[config.mk]
export PLATFORM = sky130hd
export DESIGN_NAME = ex3Stage
export DESIGN_NICKNAME = d
export VERILOG_FILES = /design/src/ex3Pkg.sv /design/src/ex3CtrlIf.sv /design/src/ex3Decode.sv /design/src/ex3Execute.sv /design/src/ex3Result.sv /design/src/ex3Stage.sv
export SDC_FILE = /design/constraint.sdc
export NUM_CORES = 1
export LEC_CHECK = 0
export BUFFER_PORTS_ARGS = -buffer_cell sky130_fd_sc_hd__buf_2
export CAP_MARGIN = 20
export CELL_PAD_IN_SITES_DETAIL_PLACEMENT = 0
export CELL_PAD_IN_SITES_GLOBAL_PLACEMENT = 1
export CORE_AREA = 2 2 223 225
export CTS_CLUSTER_DIAMETER = 200
export DETAILED_ROUTE_END_ITERATION = 8
export DIE_AREA = 0 0 225 227
export PLACE_DENSITY = 0.7
export SYNTH_ARGS = -nofsm -noshare
export SYNTH_HDL_FRONTEND = slang
export SYNTH_HIERARCHICAL = 1
export SYNTH_SLANG_ARGS = --single-unit
[constraint.sdc]
create_clock -name clock -period 6 [get_ports clock]
set_input_delay 1.2 -clock clock [delete_from_list [all_inputs] [get_ports clock]]
set_output_delay 1.2 -clock clock [all_outputs]
set_load 0.02 [all_outputs]
[src/ex3Pkg.sv]
/*
 EX3 shared definitions
 Micro-op and sub-op codes, load sizes, value source selects,
 the two special register numbers and the extension field union
*/
`default_nettype none

package ex3Pkg;

	// Micro-op codes handled by EX3
	localparam logic [5:0] uCmdNop     = 6'h00;
	localparam logic [5:0] uCmdMovRm   = 6'h04; // Store
	localparam logic [5:0] uCmdMovMr   = 6'h05; // Load
	localparam logic [5:0] uCmdMovIr   = 6'h06;
	localparam logic [5:0] uCmdLeaMr   = 6'h07;
	localparam logic [5:0] uCmdBra     = 6'h08;
	localparam logic [5:0] uCmdJmp     = 6'h0A;
	localparam logic [5:0] uCmdAlu3    = 6'h10;
	localparam logic [5:0] uCmdMul3    = 6'h14;
	localparam logic [5:0] uCmdQmulDiv = 6'h16; // Slow multiply/divide
	localparam logic [5:0] uCmdConvRr  = 6'h18;
	localparam logic [5:0] uCmdOpIxt   = 6'h20; // Sub-op in extension field

	// Key-ring sub-ops
	localparam logic [5:0] ixtLdekrr = 6'h1C; // Load key register
	localparam logic [5:0] ixtLdeenc = 6'h1D; // Encode into DLR

	// Load sizes
	localparam logic [1:0] loadByte  = 2'd0;
	localparam logic [1:0] loadWord  = 2'd1;
	localparam logic [1:0] loadDword = 2'd2;
	localparam logic [1:0] loadQword = 2'd3;

	// Value source for the writeback
	localparam logic [1:0] srcMem = 2'd0;
	localparam logic [1:0] srcMul = 2'd1;
	localparam logic [1:0] srcKrr = 2'd2;

	localparam logic [5:0] gprDlr = 6'd2; // Key-ring encode target
	localparam logic [5:0] crKrr  = 6'd9; // Key register, control bank

	// Load format view of the extension field
	typedef struct packed {
		logic       shift48; // 48-bit value in upper bits
		logic       zeroExt;
		logic       spare;
		logic       ext48;
		logic [1:0] size;
	} ex3LoadFmt;

	// Same six bits, sub-op number or load format
	typedef union packed {
		logic [5:0] ixtOp;
		ex3LoadFmt  loadFmt;
	} ex3Ixt;

endpackage

`default_nettype wire

[src/ex3CtrlIf.sv]
/*
 EX3 control interface
 Decoded stage control, driven by the decoder and read by the
 execute and result blocks
*/
`timescale 1ns/1ps
`default_nettype none

interface ex3CtrlIf #(
	parameter int RegIdWidth = 7
);
	logic          doMemOp;    // Op touches memory
	logic          doLoad;
	logic [1:0]    outSel;     // Value source
	logic          outDefault; // Value to Rn2 and Rn4
	logic          outHeld;    // Zero to Rn2, value to Rn4
	logic          krrWrite;   // Still needs key-ring ready
	logic          dlrWrite;
	logic          kill;       // Branch flush
	ex3Pkg::ex3Ixt ixt;

	// Special register numbers are six bits wide
	if (RegIdWidth < 6) begin : gIdWidthCheck
		$error("ex3CtrlIf RegIdWidth below 6");
	end

	modport decode (output doMemOp, doLoad, outSel, outDefault, outHeld,
		krrWrite, dlrWrite, kill, ixt);
	modport execute (input doMemOp, doLoad, outSel, ixt);
	modport result (input outSel, outDefault, outHeld, krrWrite, dlrWrite, kill);

endinterface

`default_nettype wire

[src/ex3Decode.sv]
/*
 EX3 decoder
 Turns the micro-op, its extension field and the branch flush
 into the stage control bits; flags micro-ops EX3 does not know
*/
`timescale 1ns/1ps
`default_nettype none

module ex3Decode #(
	parameter int RegIdWidth = 7
) (
	input  wire logic [5:0]    uCmd,
	input  wire ex3Pkg::ex3Ixt uIxt,
	input  wire logic          braFlush,
	output logic               unhandled,
	ex3CtrlIf.decode           ctrl
);

	logic [5:0] opCmd; // Micro-op after flush

	// DLR and KRR must fit in a register id
	if (RegIdWidth < 6) begin : gIdWidthCheck
		$error("ex3Decode RegIdWidth below 6");
	end

	always_comb begin
		opCmd = braFlush ? ex3Pkg::uCmdNop : uCmd; // Flushed op does nothing

		ctrl.doMemOp    = 1'b0;
		ctrl.doLoad     = 1'b0;
		ctrl.outSel     = ex3Pkg::srcMem;
		ctrl.outDefault = 1'b0;
		ctrl.outHeld    = 1'b0;
		ctrl.krrWrite   = 1'b0;
		ctrl.dlrWrite   = 1'b0;
		ctrl.kill       = braFlush;
		ctrl.ixt        = uIxt;
		unhandled       = 1'b0;

		case (opCmd)
			ex3Pkg::uCmdNop: begin
			end
			ex3Pkg::uCmdOpIxt: begin
				// Only the key-ring sub-ops finish here
				case (uIxt.ixtOp)
					ex3Pkg::ixtLdekrr: begin
						ctrl.outSel   = ex3Pkg::srcKrr;
						ctrl.krrWrite = 1'b1; // Checked against status later
					end
					ex3Pkg::ixtLdeenc: begin
						ctrl.outSel   = ex3Pkg::srcKrr;
						ctrl.dlrWrite = 1'b1;
					end
					default: begin
					end
				endcase
			end
			ex3Pkg::uCmdMovRm: ctrl.doMemOp = 1'b1; // Store, nothing to write back
			ex3Pkg::uCmdMovMr: begin
				ctrl.doMemOp    = 1'b1;
				ctrl.doLoad     = 1'b1;
				ctrl.outDefault = 1'b1; // Loaded word to Rm
			end
			ex3Pkg::uCmdMul3: begin
				ctrl.outSel  = ex3Pkg::srcMul;
				ctrl.outHeld = 1'b1; // Product only on the late port
			end
			ex3Pkg::uCmdQmulDiv: begin
				ctrl.outSel     = ex3Pkg::srcMul;
				ctrl.outDefault = 1'b1; // Result gates on mulDone
			end
			ex3Pkg::uCmdAlu3, ex3Pkg::uCmdBra, ex3Pkg::uCmdJmp,
			ex3Pkg::uCmdMovIr, ex3Pkg::uCmdLeaMr, ex3Pkg::uCmdConvRr: begin
				// Done in earlier stages
			end
			default: unhandled = 1'b1;
		endcase
	end

endmodule

`default_nettype wire

[src/ex3Execute.sv]
/*
 EX3 execute
 Formats loaded data, picks the writeback value from memory,
 multiplier or key ring, and evaluates the memory status
*/
`timescale 1ns/1ps
`default_nettype none

module ex3Execute (
	input  wire logic [63:0] memData,
	input  wire logic [1:0]  memStatus,
	input  wire logic [63:0] mulResult,
	input  wire logic [65:0] krreResult, // Status in top two bits
	output logic      [63:0] exValue,
	output logic             krrOk,
	output logic             memStall,
	output logic             memFault,
	ex3CtrlIf.execute        ctrl
);

	ex3Pkg::ex3LoadFmt fmt;
	logic [63:0]       loadValue; // Formatted load word
	logic              signFill;

	assign fmt = ctrl.ixt.loadFmt;

	always_comb begin
		signFill = 1'b0;
		if (fmt.ext48) begin
			signFill = memData[47] & ~fmt.zeroExt;
			if (fmt.shift48)
				loadValue = {memData[47:0], 16'h0000}; // Upper placement
			else
				loadValue = {{16{signFill}}, memData[47:0]};
		end else begin
			case (fmt.size)
				ex3Pkg::loadByte: begin
					signFill  = memData[7] & ~fmt.zeroExt;
					loadValue = {{56{signFill}}, memData[7:0]};
				end
				ex3Pkg::loadWord: begin
					signFill  = memData[15] & ~fmt.zeroExt;
					loadValue = {{48{signFill}}, memData[15:0]};
				end
				ex3Pkg::loadDword: begin
					signFill  = memData[31] & ~fmt.zeroExt;
					loadValue = {{32{signFill}}, memData[31:0]};
				end
				default: loadValue = memData; // Qword as is
			endcase
		end
	end

	always_comb begin
		case (ctrl.outSel)
			// Memory source only carries data on a load
			ex3Pkg::srcMem: exValue = ctrl.doLoad ? loadValue : 64'd0;
			ex3Pkg::srcMul: exValue = mulResult;
			ex3Pkg::srcKrr: exValue = krreResult[63:0];
			default:        exValue = 64'd0;
		endcase
	end

	assign krrOk = (krreResult[65:64] == 2'b10); // Key ring ready

	// Status 10 waits, 11 faults
	assign memStall = ctrl.doMemOp && (memStatus == 2'b10);
	assign memFault = ctrl.doMemOp && (memStatus == 2'b11);

endmodule

`default_nettype wire

[src/ex3Result.sv]
/*
 EX3 result
 Builds the Rn2, Cn2 and Rn4 destinations from the forwarded EX1
 values and the op, cancels them on flush and registers them
 under pipeline hold; drives the hold bits back upstream
*/
`timescale 1ns/1ps
`default_nettype none

module ex3Result #(
	parameter int RegIdWidth = 7
) (
	input  wire logic                  clock,
	input  wire logic                  reset,
	input  wire logic                  exIsHold,
	input  wire logic                  mulDone,
	input  wire logic [RegIdWidth-1:0] idRn1,
	input  wire logic [63:0]           valRn1,
	input  wire logic [RegIdWidth-1:0] idCn1,
	input  wire logic [63:0]           valCn1,
	input  wire logic [RegIdWidth-1:0] idRm,
	input  wire logic [63:0]           exValue,
	input  wire logic                  krrOk,
	input  wire logic                  memStall,
	input  wire logic                  memFault,
	input  wire logic                  unhandled,
	output logic      [RegIdWidth-1:0] idRn2,
	output logic      [63:0]           valRn2,
	output logic      [RegIdWidth-1:0] idCn2,
	output logic      [63:0]           valCn2,
	output logic      [RegIdWidth-1:0] idRn4,
	output logic      [63:0]           valRn4,
	output logic      [1:0]            exHold,
	output logic                       faultPulse,
	output logic                       unhandledPulse,
	ex3CtrlIf.result                   ctrl
);

	localparam logic [RegIdWidth-1:0] zzrId = '1; // Zero register

	logic [RegIdWidth-1:0] nxtIdRn2, nxtIdCn2, nxtIdRn4;
	logic [63:0]           nxtValRn2, nxtValCn2, nxtValRn4;
	logic                  dflOk;

	// Slow op only writes once the multiplier is done
	assign dflOk = ctrl.outDefault && (ctrl.outSel != ex3Pkg::srcMul || mulDone);

	always_comb begin
		nxtIdRn2  = idRn1; // Forward by default
		nxtValRn2 = valRn1;
		nxtIdCn2  = idCn1;
		nxtValCn2 = valCn1;
		nxtIdRn4  = idRn1;
		nxtValRn4 = valRn1;
		if (ctrl.outHeld) begin
			nxtIdRn2  = idRm;
			nxtValRn2 = 64'd0; // Real value arrives late
			nxtIdRn4  = idRm;
			nxtValRn4 = exValue;
		end
		if (dflOk) begin
			nxtIdRn2  = idRm;
			nxtValRn2 = exValue;
			nxtIdRn4  = idRm;
			nxtValRn4 = exValue;
		end
		if (ctrl.dlrWrite) begin
			nxtIdRn2  = RegIdWidth'(ex3Pkg::gprDlr);
			nxtValRn2 = exValue;
		end
		if (ctrl.krrWrite && krrOk) begin
			nxtIdCn2  = RegIdWidth'(ex3Pkg::crKrr);
			nxtValCn2 = exValue;
		end
		if (ctrl.kill) begin
			// Flushed op writes nothing
			nxtIdRn2 = zzrId;
			nxtIdCn2 = zzrId;
			nxtIdRn4 = zzrId;
		end
	end

	always_ff @(posedge clock) begin
		if (reset) begin
			idRn2          <= zzrId;
			valRn2         <= 64'd0;
			idCn2          <= zzrId;
			valCn2         <= 64'd0;
			idRn4          <= zzrId;
			valRn4         <= 64'd0;
			faultPulse     <= 1'b0;
			unhandledPulse <= 1'b0;
		end else if (exIsHold) begin
			faultPulse     <= 1'b0; // Contents kept, pulses drop
			unhandledPulse <= 1'b0;
		end else begin
			idRn2          <= nxtIdRn2;
			valRn2         <= nxtValRn2;
			idCn2          <= nxtIdCn2;
			valCn2         <= nxtValCn2;
			idRn4          <= nxtIdRn4;
			valRn4         <= nxtValRn4;
			faultPulse     <= memFault;
			unhandledPulse <= unhandled;
		end
	end

	assign exHold = {ctrl.outHeld && !ctrl.kill, memStall}; // Held result, mem stall

endmodule

`default_nettype wire

[src/ex3Stage.sv]
/*
 EX3 stage top
 Third execute stage of one lane; decode, execute and result
 blocks joined by the control interface
*/
`timescale 1ns/1ps
`default_nettype none

module ex3Stage #(
	parameter int RegIdWidth = 7
) (
	input  wire logic                  clock,
	input  wire logic                  reset,
	input  wire logic [5:0]            uCmd,
	input  wire ex3Pkg::ex3Ixt         uIxt,
	input  wire logic                  braFlush,
	input  wire logic                  exIsHold,
	input  wire logic [RegIdWidth-1:0] idRn1,
	input  wire logic [63:0]           valRn1,
	input  wire logic [RegIdWidth-1:0] idCn1,
	input  wire logic [63:0]           valCn1,
	input  wire logic [RegIdWidth-1:0] idRm,
	input  wire logic [63:0]           memData,
	input  wire logic [1:0]            memStatus,
	input  wire logic [63:0]           mulResult,
	input  wire logic                  mulDone,
	input  wire logic [65:0]           krreResult,
	output logic      [RegIdWidth-1:0] idRn2,
	output logic      [63:0]           valRn2,
	output logic      [RegIdWidth-1:0] idCn2,
	output logic      [63:0]           valCn2,
	output logic      [RegIdWidth-1:0] idRn4,
	output logic      [63:0]           valRn4,
	output logic      [1:0]            exHold,
	output logic                       memFault,
	output logic                       unhandledOp
);

	logic [63:0] exValue;
	logic        krrOk;
	logic        memStall;
	logic        memFaultNow; // Before the output register
	logic        unhandledNow;

	ex3CtrlIf #(.RegIdWidth(RegIdWidth)) ctrl ();

	ex3Decode #(.RegIdWidth(RegIdWidth)) decode_i (
		.uCmd(uCmd), .uIxt(uIxt), .braFlush(braFlush),
		.unhandled(unhandledNow), .ctrl(ctrl.decode)
	);

	ex3Execute execute_i (
		.memData(memData), .memStatus(memStatus), .mulResult(mulResult),
		.krreResult(krreResult), .exValue(exValue), .krrOk(krrOk),
		.memStall(memStall), .memFault(memFaultNow), .ctrl(ctrl.execute)
	);

	ex3Result #(.RegIdWidth(RegIdWidth)) result_i (
		.clock(clock), .reset(reset), .exIsHold(exIsHold), .mulDone(mulDone),
		.idRn1(idRn1), .valRn1(valRn1), .idCn1(idCn1), .valCn1(valCn1),
		.idRm(idRm), .exValue(exValue), .krrOk(krrOk), .memStall(memStall),
		.memFault(memFaultNow), .unhandled(unhandledNow),
		.idRn2(idRn2), .valRn2(valRn2), .idCn2(idCn2), .valCn2(valCn2),
		.idRn4(idRn4), .valRn4(valRn4), .exHold(exHold),
		.faultPulse(memFault), .unhandledPulse(unhandledOp), .ctrl(ctrl.result)
	);

endmodule

`default_nettype wire

After elaboration in Yosys (flattened, before gate mapping)
Cells that the tools add are included.
Widths: inputs -> output; s select.
Storage, ports and cells
  output and inout bits: 217
  flip-flop bits (word level): 215
  word-level logic and storage cells: 80
Operators by class
  eq/ne operators: 21
  reductions and logical operators: 16
  multiplexer cells: 30
  bitwise logic cells: 5
Operators by type and width (count)
  $mux 64: 9
  $pmux 64 s3: 2
  $mux 7: 7
  $eq 6x5->1 const B: 6
  $eq 6x3->1 const B: 4
  $eq 6x4->1 const B: 2
  $reduce_or 12->1: 1
  $eq 2x2->1 const B: 5
  $reduce_or 2->1: 5
  $mux 1: 9
  $eq 6x6->1 const B: 1
  $logic_not 6->1: 1
  $mux 6: 1
  $logic_and 1x1->1: 5
  $and 1x1->1: 4
  $eq 2x1->1 const B: 2
  $logic_not 2->1: 2
  $pmux 2 s2: 1
  $mux 2: 1
  $ne 2x1->1 const B: 1
  $logic_not 1->1: 1
  $logic_or 1x1->1: 1
  $not 1->1: 1

Depth between registers and ports, before layout
  depth after elaboration: 10
  gate-level depth with buffers: 13
  mapped depth without buffers: 10

Modules after synthesis
The synthesis kept the hierarchy.
Modules (own cells, without submodules)
  ex3Result: times used 1, cells each 1243, area each 10561.4 um^2
  ex3Execute: times used 1, cells each 312, area each 2128.3 um^2
  ex3Decode: times used 1, cells each 33, area each 222.7 um^2

Worst setup path after synthesis
OpenSTA, ideal clock, no wires.
  path kind: in2out
  start point: in braFlush
  end point: out exHold[1]
  stages: 6
  arrival time: 3157 ps
  data required time: 4800 ps
  setup slack: 1643 ps
  cells stage by stage: or4b_4 > nor3b_2 > and2_1 > clkbuf_1 > clkbuf_1 > nor2b_1
Between the ends
  cells in the longest elaborated chain, start to end: 4
RTL lines
  start, declared: RTL line ex3Stage.sv:16  | input wire logic braFlush,
  $mux 6: RTL line ex3Decode.sv:27  | opCmd = braFlush ? ex3Pkg::uCmdNop : uCmd;
  $eq 6x5->1: RTL line ex3Decode.sv:40  | case (opCmd)
  $mux 1: RTL line ex3Decode.sv:40
  via ctrl.outHeld: RTL line ex3CtrlIf.sv:16  | logic outHeld;
  $logic_and 1x1->1: RTL line ex3Result.sv:108  | assign exHold = {ctrl.outHeld && !ctrl.kill, memStall};
  end, declared: RTL line ex3Stage.sv:34  | output logic [1:0] exHold,
The timed path passes the listed nets, and every way through them passes these cells.

Worst setup path in the final report
  start point: in braFlush
  end point: reg result_i.valCn2[58]
RTL lines
  $mux 6: RTL line ex3Decode.sv:27
  $eq 6x3->1: RTL line ex3Decode.sv:40
  $mux 1: RTL line ex3Decode.sv:40
  via ctrl.doLoad: RTL line ex3CtrlIf.sv:13  | logic doLoad;
  $mux 64: RTL line ex3Execute.sv:57  | ex3Pkg::srcMem: exValue = ctrl.doLoad ? loadValue : 64'd0;
  $pmux 64 s3: RTL line ex3Execute.sv:55  | case (ctrl.outSel)
  via exValue[58]: RTL line ex3Stage.sv:39  | logic [63:0] exValue;
  $mux 64: RTL line ex3Result.sv:71  | if (ctrl.krrWrite && krrOk) begin
  end signal, assigned: RTL line ex3Result.sv:100  | valCn2 <= nxtValCn2;
  end, declared: RTL line ex3Result.sv:30  | output logic [63:0] valCn2,
The timed path passes the listed nets, and every way through them passes these cells.
A chain may end at the register's enable or synchronous reset.

==> summary.txt <==
Status
  • Outcome: finished, final reports clean

CTS
  • Resized cells post-CTS: 0
  • Setup Buffers After CTS: 0
  • H-tree depth: 1
  • Worst skew pair latency: 560 ps
  • Clock Path Buffers: 3
  • Clk sinks: 215
  • Cts hold-fix bufs: 0
  • CTS Root Buffer Type: clkbuf_16
  • Clock slew at reported path FFs: 60 ps
  • Num CTS Buffers: 28
  • CTS tree: yes

STA
  • Max Slew Vio Count: 0
  • Slew HR: 29.24%
  • Tcrit/Tclk final: 73.05%
  • Skew final: 0 ps
  • Worst-margin pin slew: 1061 ps
  • Setup_tns: 0 ps
  • Fmax achieved: 228.2 MHz
  • Final setup viols: 0
  • RSZ-0062 raised after global routing: false
  • Slack of the critical path: 1617 ps
  • Final hold vios: 0
  • Post-layout minimum cycle time: 4383 ps

Power and ir drop
  • Sw Share: 30.14%
  • Pwr Total: 4.025 mW
  • Cell internal pwr: 2.812 mW
  • Power per cell area: 238.1 mW/mm2
  • VDD IR-drop max: 0.0001625 V
  • Clock power share: 42.2%
  • Switch Pwr: 1.213 mW
  • Comb pwr share: 18.7%
  • Part of the power in registers: 39.1%
  • Cell leakage power: 7.372 nW

Layout
  • Most common cell after layout, fill and taps aside: buf_2
  • Area delta synth->final: 30.98%
  • Fin util: 34.82%
  • Layout cell share with drive strength beyond 1: 34.57%
  • Final Net Count: 2387
  • Most frequent cells in the layout: buf_2, dfxtp_1, nor2b_1
  • Post-route cell area: 0.01690 mm2

Setup path
  • RR Endpoint: result_i/valRn4[49]
  • Crit-path max FO: 18
  • Arrival @ worst endpoint: 4860 ps
  • Worst R2R Path Depth: 3
  • Worst setup SP type: primary input
  • R2r setup slk: 5190 ps
  • CP Data Required Time: 6480 ps
  • Reg-to-reg startpoint: result_i/valRn4[49]
  • Kind of end point of the critical path: register
  • Kind of critical path: in -> reg

Routing
  • First-pass DRT Iterations: 5
  • Wirelength, routed: 70.22 mm
  • Via/cell ratio: 5.717
  • Detailed-route via count: 15.27k
  • Post-route antenna net violation count: 0
  • WL/cell: 26.30 um
  • DRC: 0
  • DR iter-0 viols: 1604

Logic synthesis
  • Post-Syn Area: 0.01290 mm2
  • Syn_area_per_cell: 8.132 um2
  • Post-Syn Nets: 1949
  • Synthesis Warnings: 6
  • Syn Inst Count: 1587

Floorplan
  • Number of cell rows: 81
  • Die W: 225 um
  • Starting density of the core: 26.58%
  • Number of I/O pins: 579
  • Core Region: 0.04855 mm2
  • Die height: 227 um
  • Die Area: 0.05108 mm2

GRT
  • Met3 GRT Util: 3.820%
  • Antenna violations before repair: 9
  • Met1 global-route usage: 32.91%
  • Routing usage on met2: 44.96%
  • Pin count of the biggest net entering global routing: 117
  • Wire length of the first global-routing pass: 98.77 mm
  • Layer with the highest usage: met2
  • Vias in the first global route: 14.45k
  • Gr ovfl total: 0
  • All-Layer GR Usage: 25.92%

Placement
  • I/O Buffers: 578
  • Setup WS pre-CTS: 1028 ps
  • HPWL Detailed: 49.53 mm
  • Placer Congestion: 0.8966
  • Total placed instance area: 0.01596 mm2

Worst hold path
  • Endpoint with the worst hold slack: result_i/valRn2[62]
  • Hold Startpoint: result_i/valRn2[62]
  • Hold-critical path depth: 2
  • Hold Path Class: reg -> reg

Flow run
  • Max-cap violation count: 0
[how the worst max path moves through the flow]
stage	startpoint	to	slack, ps
floorplan	braFlush	exHold[1]	1640
global placement	braFlush	result_i/valCn2[52]	1080
detailed placement	braFlush	result_i/valCn2[50]	1030
CTS	braFlush	result_i/valCn2[58]	1610
global route	braFlush	result_i/valCn2[49]	1390
finish	braFlush	result_i/valCn2[58]	1620
[through the flow]
step                instances  hold slack, ps
floorplan                1587           553.0
global placement         2616           452.4
detailed placement       2616           462.9
CTS                      2663           476.5
global route             2666           501.5
finish                   2670           475.9
[power by group through the flow]
stage / clock network (mW) / registers [mW] / logic [mW]
floorplan: 0 / 1.71 / 0.276
detailed placement: 0 / 1.60 / 0.747
global route: 1.78 / 1.58 / 0.801
finish: 1.70 / 1.57 / 0.751
CTS: 1.73 / 1.57 / 0.750
global placement: 0 / 1.60 / 0.741
[area by class of cell]
type,instances,area [um2]
Antenna cell,6,15.01
Clock buffer,40,847.1
Clock inverter,7,66.31
Fill cell,5127,31640
Inverter,78,292.8
Multi-Input combinational cell,1097,7471
Sequential cell,215,4304
Tap cell,622,778.2
Timing Repair Buffer,605,3128
[layer usage]
metal | share of wire [%] | routed length [um]
met1 | 40 | 28230
met2 | 48 | 34020
met3 | 7.9 | 5522
met4 | 3.5 | 2425
met5 | 0.023 | 16
[worst max-delay path, cell delays in order]
cell and delay, ps:
buf_2 140, or4b_4 550, nand2b_1 200, nor3_2 180
nor3b_4 770, nand2_4 300, or2_1 630, o221ai_1 450
and3_1 210, a211oi_1 50, nor3_1 150
[sequential cells by signal (all words and copies together), names as in the netlist]
register and count:
result_i/idCn2 7, result_i/idRn2 7, result_i/valRn4 64, result_i/faultPulse 1, result_i/valCn2 64, result_i/unhandledPulse 1, result_i/valRn2 64, result_i/idRn4 7
(Power assumes the default switching activity.)
